### src/tone_table.svh
/* Phase step lookup for the base octave, included inside a module
   after the package import */

`ifndef TONE_TABLE_SVH
`define TONE_TABLE_SVH

// Steps are f * 2^24 / fs with fs = 50 MHz / 1024, octave 0 starting at C0
function automatic logic [PHASE_W-1:0] tone_step(input note_e note);
    logic [PHASE_W-1:0] step;
    case (note)
        NOTE_C:  step = PHASE_W'(5618);  // 16.35 Hz
        NOTE_CS: step = PHASE_W'(5952);
        NOTE_D:  step = PHASE_W'(6306);
        NOTE_DS: step = PHASE_W'(6681);
        NOTE_E:  step = PHASE_W'(7079);
        NOTE_F:  step = PHASE_W'(7500);
        NOTE_FS: step = PHASE_W'(7946);
        NOTE_G:  step = PHASE_W'(8418);
        NOTE_GS: step = PHASE_W'(8919);
        NOTE_A:  step = PHASE_W'(9449);  // 27.5 Hz, A4 is this shifted by 4
        NOTE_AS: step = PHASE_W'(10011);
        NOTE_B:  step = PHASE_W'(10606);
        default: step = '0;              // NOTE_OFF and unused codes hold the phase
    endcase
    return step;
endfunction

`endif

### src/audio_pkg.sv
/* Shared widths, note and mixer mode enums, and the I2S divider bit
   positions derived from the system clock rate */

`default_nettype none

package audio_pkg;

    localparam int PHASE_W  = 24; // Phase accumulator width of each voice
    localparam int OCTAVE_W = 3;  // Octaves 0 to 7

    // Chromatic notes of one octave, NOTE_OFF silences a voice
    typedef enum logic [3:0]
    {
        NOTE_OFF,
        NOTE_C,
        NOTE_CS,
        NOTE_D,
        NOTE_DS,
        NOTE_E,
        NOTE_F,
        NOTE_FS,
        NOTE_G,
        NOTE_GS,
        NOTE_A,
        NOTE_AS,
        NOTE_B
    } note_e;

    typedef enum logic [1:0]
    {
        MIX_STEREO, // Voice a on the left, voice b on the right
        MIX_MONO,   // Clipped sum of both voices on both channels
        MIX_MUTE    // Silence on both channels
    } mix_mode_e;

    // Divider bit that sets MCLK, keeping MCLK:BCLK:LRCLK at 256:64:1
    function automatic int mclk_bit(input int clk_mhz);
        return $clog2(clk_mhz - 4) - 4;
    endfunction

    function automatic int bclk_bit(input int clk_mhz);
        return mclk_bit(clk_mhz) + 2; // BCLK runs four times slower than MCLK
    endfunction

    function automatic int lrclk_bit(input int clk_mhz);
        return bclk_bit(clk_mhz) + 6; // 64 BCLK periods per frame
    endfunction

endpackage

`default_nettype wire

### src/tone_if.sv
/* Voice interface joining one oscillator to the mixer and to the
   frame strobe of the serializer */

`timescale 1ns/1ps
`default_nettype none

interface tone_if
#(
    parameter int SAMPLE_W = 16
);
    import audio_pkg::*;

    note_e                      note;    // Note code, held by the top level
    logic [OCTAVE_W-1:0]        octave;  // Left shift applied to the base step
    logic                       advance; // One pulse per I2S frame
    logic signed [SAMPLE_W-1:0] sample;  // Square wave output of the voice

    // The oscillator steps on advance and produces the sample
    modport osc (input note, input octave, input advance, output sample);

    modport mix (input sample); // Mixer reads only the sample

    modport seq (output advance); // Serializer owns the frame strobe

endinterface

`default_nettype wire

### src/tone_osc.sv
/* Square wave oscillator for one voice, built on a phase
   accumulator that steps once per audio frame */

`timescale 1ns/1ps
`default_nettype none

module tone_osc
#(
    parameter int SAMPLE_W = 16
)
(
    input  wire logic clk,
    input  wire logic reset,
    tone_if.osc       voice
);
    import audio_pkg::*;

    `include "tone_table.svh"

    // Quarter of full scale, so the mono sum of two voices just reaches the rails
    localparam logic signed [SAMPLE_W-1:0] AMP = {2'b01, {(SAMPLE_W - 2){1'b0}}};

    logic [PHASE_W-1:0]         phase;
    logic [PHASE_W-1:0]         step;
    logic [PHASE_W-1:0]         phase_next;
    logic signed [SAMPLE_W-1:0] sample_q;

    always_comb
    begin
        step       = tone_step(voice.note) << voice.octave; // Each octave doubles the rate
        phase_next = phase + step;                          // Wraps modulo 2^PHASE_W
    end

    // Phase and sample move together, only on the frame strobe
    always_ff @(posedge clk or posedge reset)
    begin
        if (reset)
        begin
            phase    <= '0;
            sample_q <= '0;
        end
        else if (voice.advance)
        begin
            if (voice.note == NOTE_OFF)
            begin
                phase    <= '0; // A silenced voice restarts from phase zero
                sample_q <= '0;
            end
            else
            begin
                phase    <= phase_next;
                // Upper half of the phase circle gives the negative level
                sample_q <= phase_next[PHASE_W-1] ? -AMP : AMP;
            end
        end
    end

    assign voice.sample = sample_q; // Held steady for the whole frame

endmodule

`default_nettype wire

### src/channel_mixer.sv
/* Registered two-voice mixer with stereo, saturating mono and mute
   modes */

`timescale 1ns/1ps
`default_nettype none

module channel_mixer
#(
    parameter int SAMPLE_W = 16
)
(
    input  wire logic                       clk,
    input  wire logic                       reset,
    tone_if.mix                             voice_a,
    tone_if.mix                             voice_b,
    input  wire audio_pkg::mix_mode_e       mix_mode,
    output logic signed [SAMPLE_W-1:0]      left,
    output logic signed [SAMPLE_W-1:0]      right
);
    import audio_pkg::*;

    // Largest and smallest values of the output sample
    localparam logic signed [SAMPLE_W-1:0] POS_FULL = {1'b0, {(SAMPLE_W - 1){1'b1}}};
    localparam logic signed [SAMPLE_W-1:0] NEG_FULL = {1'b1, {(SAMPLE_W - 1){1'b0}}};

    logic signed [SAMPLE_W:0]   sum;  // One guard bit above the sample width
    logic signed [SAMPLE_W-1:0] mono;

    always_comb
    begin
        // Sign-extending casts keep the addition exact
        sum = (SAMPLE_W + 1)'(voice_a.sample) + (SAMPLE_W + 1)'(voice_b.sample);

        // The two top bits differ only when the sum left the sample range
        if (sum[SAMPLE_W] != sum[SAMPLE_W-1])
            mono = sum[SAMPLE_W] ? NEG_FULL : POS_FULL;
        else
            mono = sum[SAMPLE_W-1:0];
    end

    always_ff @(posedge clk or posedge reset)
    begin
        if (reset)
        begin
            left  <= '0;
            right <= '0;
        end
        else
        begin
            case (mix_mode)
                MIX_STEREO:
                begin
                    left  <= voice_a.sample;
                    right <= voice_b.sample;
                end
                MIX_MONO:
                begin
                    left  <= mono; // Same clipped sum on both channels
                    right <= mono;
                end
                default:
                begin
                    // Mute, and also the unused fourth mode code
                    left  <= '0;
                    right <= '0;
                end
            endcase
        end
    end

endmodule

`default_nettype wire

### src/i2s_audio_out.sv
/* I2S serializer with MCLK, BCLK and LRCLK division, separate left and
   right slot loads and the once-per-frame advance strobe */

`timescale 1ns/1ps
`default_nettype none

module i2s_audio_out
#(
    parameter int CLK_MHZ  = 50,
    parameter int SAMPLE_W = 16
)
(
    input  wire logic                       clk,
    input  wire logic                       reset,
    input  wire logic signed [SAMPLE_W-1:0] left,
    input  wire logic signed [SAMPLE_W-1:0] right,
    tone_if.seq                             seq_a,
    tone_if.seq                             seq_b,
    output logic                            mclk,
    output logic                            bclk,
    output logic                            lrclk, // Low for left, high for right
    output logic                            sdata
);
    import audio_pkg::*;

    // Clock ratios stay 256:64:1 whatever the system clock rate
    localparam int MCLK_BIT  = mclk_bit(CLK_MHZ);
    localparam int BCLK_BIT  = bclk_bit(CLK_MHZ);
    localparam int LRCLK_BIT = lrclk_bit(CLK_MHZ);

    logic [LRCLK_BIT-1:0] clk_div; // One full count is one stereo frame
    logic [31:0]          shift;   // Slot shift register, MSB drives sdata
    logic                 bclk_end;
    logic                 slot_load;
    logic                 load_left;
    logic                 load_right;

    always_ff @(posedge clk or posedge reset)
    begin
        if (reset)
            clk_div <= '0;
        else
            clk_div <= clk_div + 1'b1;
    end

    // Output clocks are plain divider bits
    if (MCLK_BIT > 0)
    begin : g_mclk_div
        assign mclk = clk_div[MCLK_BIT-1];
    end
    else
    begin : g_mclk_lsb
        assign mclk = clk_div[0]; // Slow clocks cannot divide any further
    end

    assign bclk  = clk_div[BCLK_BIT-1];
    assign lrclk = clk_div[LRCLK_BIT-1];
    assign sdata = shift[31];

    // Last clk of a BCLK period, just before the falling edge of BCLK
    assign bclk_end = (clk_div[BCLK_BIT-1:0] == {BCLK_BIT{1'b1}});

    // End of the first BCLK in either half, so the MSB follows LRCLK by one BCLK
    assign slot_load  = bclk_end && (clk_div[LRCLK_BIT-2:BCLK_BIT] == '0);
    assign load_left  = slot_load && !clk_div[LRCLK_BIT-1];
    assign load_right = slot_load &&  clk_div[LRCLK_BIT-1];

    always_ff @(posedge clk or posedge reset)
    begin
        if (reset)
            shift <= '0;
        else if (load_left)
            shift <= 32'($unsigned(left)) << (32 - SAMPLE_W);  // Left justified in the slot
        else if (load_right)
            shift <= 32'($unsigned(right)) << (32 - SAMPLE_W);
        else if (bclk_end)
            shift <= shift << 1; // Zeros fill the unused low bits
    end

    // Both voices step on the left load, once per frame
    assign seq_a.advance = load_left;
    assign seq_b.advance = load_left;

endmodule

`default_nettype wire

### src/audio_synth_top.sv
/* Two-voice square wave synthesizer driving an I2S stereo DAC with
   two oscillators, a channel mixer and the serializer */

`timescale 1ns/1ps
`default_nettype none

module audio_synth_top
#(
    parameter int CLK_MHZ  = 50, // System clock rate in MHz
    parameter int SAMPLE_W = 16  // Audio sample width, at most 32
)
(
    input  wire logic                          clk,
    input  wire logic                          reset,
    input  wire audio_pkg::note_e              note_a,
    input  wire audio_pkg::note_e              note_b,
    input  wire logic [audio_pkg::OCTAVE_W-1:0] octave_a,
    input  wire logic [audio_pkg::OCTAVE_W-1:0] octave_b,
    input  wire audio_pkg::mix_mode_e          mix_mode,
    output logic                               mclk,
    output logic                               bclk,
    output logic                               lrclk,
    output logic                               sdata
);

    logic signed [SAMPLE_W-1:0] left;  // Mixer output for the left slot
    logic signed [SAMPLE_W-1:0] right; // Mixer output for the right slot

    tone_if #(.SAMPLE_W(SAMPLE_W)) voice_a ();
    tone_if #(.SAMPLE_W(SAMPLE_W)) voice_b ();

    // Note and octave come straight from the pins
    assign voice_a.note   = note_a;
    assign voice_a.octave = octave_a;
    assign voice_b.note   = note_b;
    assign voice_b.octave = octave_b;

    tone_osc #(.SAMPLE_W(SAMPLE_W)) osc_a
    (
        .clk   (clk),
        .reset (reset),
        .voice (voice_a)
    );

    tone_osc #(.SAMPLE_W(SAMPLE_W)) osc_b
    (
        .clk   (clk),
        .reset (reset),
        .voice (voice_b)
    );

    channel_mixer #(.SAMPLE_W(SAMPLE_W)) channel_mixer_i
    (
        .clk      (clk),
        .reset    (reset),
        .voice_a  (voice_a),
        .voice_b  (voice_b),
        .mix_mode (mix_mode),
        .left     (left),
        .right    (right)
    );

    // The serializer also produces the frame strobe for both voices
    i2s_audio_out
    #(
        .CLK_MHZ  (CLK_MHZ),
        .SAMPLE_W (SAMPLE_W)
    )
    i2s_audio_out_i
    (
        .clk   (clk),
        .reset (reset),
        .left  (left),
        .right (right),
        .seq_a (voice_a),
        .seq_b (voice_b),
        .mclk  (mclk),
        .bclk  (bclk),
        .lrclk (lrclk),
        .sdata (sdata)
    );

endmodule

`default_nettype wire

### config.mk
export PLATFORM = sky130hd
export DESIGN_NAME = audio_synth_top
export DESIGN_NICKNAME = d
export VERILOG_FILES = /design/src/audio_pkg.sv /design/src/tone_if.sv /design/src/tone_osc.sv /design/src/channel_mixer.sv /design/src/i2s_audio_out.sv /design/src/audio_synth_top.sv
export VERILOG_INCLUDE_DIRS = /design/src
export SDC_FILE = /design/constraint.sdc
export NUM_CORES = 1
export LEC_CHECK = 0
export ABC_AREA = 1
export BUFFER_PORTS_ARGS = -buffer_cell sky130_fd_sc_hd__buf_2
export CAP_MARGIN = 10
export CORE_ASPECT_RATIO = 1.5
export CORE_UTILIZATION = 65
export CTS_CLUSTER_SIZE = 25
export DETAILED_ROUTE_END_ITERATION = 6
export PLACE_DENSITY = 0.86
export SYNTH_ARGS = -nofsm -noshare
export SYNTH_HDL_FRONTEND = slang
export SYNTH_SLANG_ARGS = --single-unit
### constraint.sdc
create_clock -name clk -period 3.3 [get_ports clk]
set_clock_uncertainty 0.2 [all_clocks]
set_input_delay 0.495 -clock clk [delete_from_list [all_inputs] [get_ports clk]]
set_output_delay 0.495 -clock clk [all_outputs]
set_load 0.005 [all_outputs]
==> results of run 1 <==
[critical path, delay by kind of cell]
family                     cells  cell delay, ns
adders and majority gates      2            0.40
buffers and inverters          5            0.60
and+or+nand+nor               13            1.39
AOI/OAI and AO/OA              2            0.31
[routing by layer]
layer,vias to the layer above,share of wire,track usage
met5,-,0,0
li1,4522,-,-
met3,135,0.049,0.0667
met1,4139,0.36,0.372
met4,0,0.074,0.256
met2,338,0.52,0.673
[layout make-up]
class	instances	area share
Inverter	207	0.0803
Tap cell	153	0.0198
Multi-Input combinational cell	1041	0.562
Clock inverter	7	0.0110
Clock buffer	9	0.0232
Timing Repair Buffer	127	0.0945
Sequential cell	81	0.209
[kinds of logic (layout without fill, tap and decap cells)]
| logic type | after synthesis | count (layout) | share of synthesized area |
|---|---|---|---|
| and+or+nand+nor | 795 | 795 | 0.404 |
| AOI/OAI and AO/OA | 161 | 161 | 0.107 |
| adders and majority gates | 71 | 71 | 0.112 |
| DFF | 81 | 81 | 0.248 |
| xor gates and xnor gates | 14 | 14 | 0.0150 |
| buffers and inverters | 239 | 350 | 0.113 |
[flip-flops by register name (all words and copies together), names as in the netlist]
register and flops:
osc_a.phase 24, osc_b.phase 23, i2s_audio_out_i.shift 16, i2s_audio_out_i.clk_div 10, channel_mixer_i.left 3, channel_mixer_i.right 2
osc_b.voice.sample 2, osc_a.voice.sample 1
[worst max path at each step]
stage | slack, ns | to | depth (start not counted)
3_5_place_dp | -0.21 | osc_b.phase[17] | 19
5_1_grt | -0.10 | osc_b.phase[13] | 23
4_1_cts | 0.12 | osc_b.phase[17] | 18
6_report | 0.18 | osc_b.phase[9] | 22
2_1_floorplan | 0.34 | osc_b.phase[16] | 18
3_3_place_gp | -0.12 | osc_b.phase[17] | 20
[per-stage QoR]
step                      instance area, um2  worst slack [ns]  utilization  std cells
after floorplan                         8170             0.339            -       1361
after global placement                  9110            -0.119        0.751       1607
after detailed placement                9110            -0.211        0.751       1607
after CTS                               9460             0.122        0.779       1624
after global routing                    9690            -0.103        0.798       1625
final                                   9690             0.178        0.798       1625
[repair_timing]
item,in CTS,in global routing
endpoints found under the setup margin,0,27
hold endpoints to repair,10,0
buffers inserted,0,1
gates resized for setup,0,62
hold buffers,1,0
[report_power, final]
part	internal, mW	switching (mW)	total (mW)
clock network	0.679	0.488	1.17
registers	1.13	0.139	1.27
logic	0.964	1.50	2.47
[cells in the mapped netlist, types with 10 or more instances]
library cell,n,share of area
o21ai_0,54,0.033
nor2_1,104,0.048
clkbuf_1,15,0.0069
o211ai_1,16,0.015
inv_1,203,0.093
dfrtp_1,81,0.25
ha_1,67,0.10
nand4_1,10,0.0077
nand3_1,142,0.087
nor3_1,16,0.0098
o21ai_1,25,0.015
nand2_1,504,0.23
a21oi_1,55,0.034
==> flow_metrics.py, run 1 <==
metrics = {
    "floorplan": {
        "start_util": 0.673,
        "die_area_um2": 13000,
        "die_w_um": 93.6,
        "core.rowCount": 49,
        "io_pins": 22,
        "core_um2": 12100,
        "die_h_um": 139,
    },
    "sta": {
        "timing.hold.ws_ns": 0.262,
        "final_hold_viol_count": 0,
        "fin_crit_sh": 0.946,
        "fmaxAchievable_ghz": 0.320,
        "slew_violations": 0,
        "period_minus_slack_ns": 3.12,
        "rsz0062_at_grt": "yes",
        "setup_viol": 0,
        "final.setup.tns_ns": 0,
        "worstMarginPinSlew_ns": 0.679,
        "maxSlewHeadroom": 0.546,
    },
    "pwr": {
        "ir_drop_v": 0.000330,
        "finalPower_mw": 4.91,
        "leakage_nw": 5.45,
        "powerDensity_nw_per_um2": 506,
    },
    "final_layout": {
        "layout_common_cells": "489 x nand2_1, 202 x inv_1, 141 x nand3_1",
        "register_area_um2": 2030,
        "multi_input_area_um2": 5440,
        "fillers": 931,
        "diodes": 0,
        "nets": 1556,
        "areaGrowthSynthToFinish_pct": 18.6,
        "layout_commonest_cell": "nand2_1",
        "drive_above_1_share": 0.134,
    },
    "drt": {
        "firstDrtPassIters": 7,
        "dr.first_iter.drc_count": 620,
        "via_per_inst": 5.62,
        "drcViolationCount": 7,
        "routed_wl_um": 23600,
        "drt.antenna.violating_nets": 0,
        "avgRoutedWirePerCell_um": 14.5,
        "vias": 9134,
    },
    "logic_synthesis": {
        "synth_edf_count": 0,
        "avgSynthCellArea_um2": 6.00,
        "synth-seq-cells": 81,
        "syn_area_um2": 8170,
        "synth_warnings": 0,
        "synth_flop_cell": "dfrtp_1",
        "synth_cell_types": 34,
        "yosysSeqAreaShare": 0.248,
        "syn_inst": 1361,
        "synth_nets": 1450,
        "async_reset_ff_frac": 1.00,
    },
    "min_path": {
        "min_to": "i2s_audio_out_i.clk_div[0]",
        "holdPathStages": 1,
        "hp-class": "register to register",
        "holdCritStartpoint": "i2s_audio_out_i.clk_div[0]",
    },
    "global_route": {
        "grt_pass1_wl_um": 38200,
        "globalRouteTotalUtil": 0.370,
        "grt.overflow.total": 0,
        "grt_max_degree": 57,
        "grt_pass1_vias": 8677,
        "antenna_found_initial": 0,
    },
    "worst_setup_path": {
        "cp-startpoint": "note_b[1]",
        "crit_chain": "buf_2 > inv_1 > ha_1 > nand2_1 > nand3_1 > o21ai_0 > or2_2 > nand3_1 > nand3_1 > nand2_2 > ha_4 > buf_4 > nand2_1 > nand2_1 > nand2_1 > nand2_1 > inv_1 > nand3_2 > buf_4 > nand2_1 > nand2_1 > o21ai_1",
        "required_ns": 3.37,
        "crit_arrival_ns": 3.20,
        "cp_common_cell": "nand2_1",
        "reg2reg_to": "osc_b.phase[2]",
        "path_max_fanout": 5,
        "critPathMaxStageDelay_ns": 0.31,
        "r2r_cells": 7,
        "reg2reg_from": "i2s_audio_out_i.clk_div[0]",
        "critPathLaunchType": "input pin",
        "worstSetupPathType": "input pin to register",
        "slowest_stage": "or2_2",
        "rrSetupSlack_ns": 0.58,
        "timing.critical_path.to_type": "register",
    },
    "run": {
        "max-cap-violations": 0,
    },
    "clock_tree": {
        "root_buffer": "clkbuf_16",
        "cts_tree": "built",
        "numClockSinks": 81,
        "clk_pin_slew_ns": 0.07,
        "clk_latency_ns": 0.35,
        "clk_path_buf_depth": 2,
        "cts_max_level": 3,
        "cts_buffers": 9,
    },
    "outcome": {
        "violations": "DRC",
        "status": "finished, violations left",
    },
    "placement": {
        "port_buffers": 21,
        "place_congestion": 0.955,
        "dp_hpwl_um": 17500,
    },
}
Power figures use the tool's default switching activity.
==> run 2: changes to the inputs <==
- RECOVER_POWER: default -> 25
- SLEW_MARGIN: default -> 0
==> flow_metrics.py, run 2 (synthesized netlist as in run 1, its figures left out) <==
metrics = {
    "sta": {
        "worstMarginPinSlew_ns": 1.44,
        "rsz0062_at_grt": "yes",
        "final.setup.tns_ns": 0,
        "setup_viol": 0,
        "fin_crit_sh": 0.944,
        "slew_violations": 0,
        "period_minus_slack_ns": 3.12,
        "maxSlewHeadroom": 0.0336,
        "final_hold_viol_count": 0,
        "fmaxAchievable_ghz": 0.321,
    },
    "drt": {
        "dr.first_iter.drc_count": 633,
        "avgRoutedWirePerCell_um": 14.5,
        "drcViolationCount": 0,
        "drt.antenna.violating_nets": 0,
        "vias": 9124,
        "firstDrtPassIters": 7,
        "via_per_inst": 5.61,
        "routed_wl_um": 23600,
    },
    "final_layout": {
        "multi_input_area_um2": 5440,
        "layout_top_registers": "osc_a.phase: 24 flops, osc_b.phase: 23 flops, i2s_audio_out_i.shift: 16 flops",
        "largest_reg_flops": 24,
        "fin_util": 0.797,
        "layout_common_cells": "489 x nand2_1, 202 x inv_1, 141 x nand3_1",
        "layout.cells.non_filler": 1625,
        "register_area_um2": 2030,
        "diodes": 0,
        "fillers": 933,
        "largest-register": "osc_a.phase",
        "layout_commonest_cell": "nand2_1",
        "drive_above_1_share": 0.132,
        "areaGrowthSynthToFinish_pct": 18.4,
        "nets": 1556,
    },
    "min_path": {
        "hp-class": "register to register",
        "holdPathStages": 1,
    },
    "global_route": {
        "grt.overflow.total": 0,
        "use_met2": 0.673,
        "grt_max_degree": 57,
        "top_usage_layer": "met2",
        "globalRouteTotalUtil": 0.370,
        "grt_pass1_vias": 8677,
        "antenna_found_initial": 0,
        "grt_use_met1": 0.372,
        "grt_pass1_wl_um": 38200,
        "grtUsageMet3": 0.0667,
    },
    "pwr": {
        "leakage_nw": 5.44,
        "powerDensity_nw_per_um2": 507,
        "finalPower_mw": 4.91,
        "ir_drop_v": 0.000331,
    },
    "placement": {
        "dpl.cell_count": 1607,
        "port_buffers": 21,
        "dp_hpwl_um": 17500,
        "place_congestion": 0.955,
    },
    "clock_tree": {
        "cts_buffers": 9,
        "clk_latency_ns": 0.35,
        "cts_tree": "built",
        "numClockSinks": 81,
        "cts_max_level": 3,
        "clk_path_buf_depth": 2,
        "root_buffer": "clkbuf_16",
        "clk_pin_slew_ns": 0.07,
    },
    "floorplan": {
        "start_util": 0.673,
        "core_um2": 12100,
        "die_h_um": 139,
        "io_pins": 22,
        "die_area_um2": 13000,
        "core.rowCount": 49,
        "die_w_um": 93.6,
    },
    "outcome": {
        "status": "completed",
    },
    "worst_setup_path": {
        "path_depth": 22,
        "worstSetupPathType": "input pin to register",
        "cp.buffers_inverters": 5,
        "path_max_fanout": 5,
        "cp_common_cell": "nand2_1",
        "required_ns": 3.37,
        "slowest_stage": "or2_2",
        "r2r_cells": 7,
        "crit_arrival_ns": 3.19,
        "timing.critical_path.to_type": "register",
        "critPathMaxStageDelay_ns": 0.31,
        "critPathLaunchType": "input pin",
        "critPathTopFamily": "simple AND/OR/NAND/NOR gates",
        "crit_chain": "buf_2 > inv_1 > ha_1 > nand2_1 > nand3_1 > o21ai_0 > or2_2 > nand3_1 > nand3_1 > nand2_2 > ha_4 > buf_4 > nand2_1 > nand2_1 > nand2_1 > nand2_1 > inv_1 > nand3_2 > buf_4 > nand2_1 > nand2_1 > o21ai_1",
    },
    "run": {
        "max-cap-violations": 0,
    },
}
## run 2: changes by cell type in the layout (fill, tap and decap cells not counted)
cell        change
clkbuf_4        +1
clkbuf_1        +2
clkinv_2        -1
buf_12          -1
clkinvlp_2      +1
buf_2           -2
## run 2: final cells by class
class / count / area share
Clock buffer: 9 / 0.0233
Clock inverter: 7 / 0.0110
Inverter: 207 / 0.0805
Multi-Input combinational cell: 1041 / 0.563
Sequential cell: 81 / 0.210
Tap cell: 153 / 0.0198
Timing Repair Buffer: 127 / 0.0931
## run 2: worst paths after layout
kind,start,end,slack (ns)
setup / recovery,note_b[1],osc_b.phase[9],0.18
hold / removal,i2s_audio_out_i.clk_div[0],i2s_audio_out_i.clk_div[0],0.26
setup reg to reg,i2s_audio_out_i.clk_div[0],osc_b.phase[2],0.56
hold reg to reg,i2s_audio_out_i.clk_div[0],i2s_audio_out_i.clk_div[0],0.26
max in group asynchronous,reset,osc_b.phase[2],0.65
min in group asynchronous,reset,osc_a.phase[2],0.80
## run 2: routing by layer
metal | part of all wire | wire length [um] | up-vias
li1 | - | - | 4519
met3 | 0.046 | 1090 | 135
met4 | 0.076 | 1800 | 0
met1 | 0.37 | 8620 | 4133
met5 | 0 | 0 | -
met2 | 0.51 | 12100 | 337
## run 2: repair_timing
action,CTS,global route
setup endpoints to repair,0,27
resized for setup,0,62
hold buffers,1,0
endpoints found under the hold margin,10,0
buffers inserted,0,1
## run 2: report_power, final
group          switching [mW]  total [mW]  internal, mW
Clock                   0.491        1.17         0.680
Combinational            1.50        2.47         0.962
Sequential              0.138        1.27          1.13
## run 2: metrics by stage
stage / area (um2) / hold WS (ns) / setup slack [ns]
finish: 9670 / 0.261 / 0.184
global route: 9670 / 0.285 / -0.103
CTS: 9460 / 0.260 / 0.122
detailed placement: 9110 / 0.249 / -0.211
global placement: 9110 / 0.240 / -0.119
floorplan: 8170 / 0.219 / 0.339
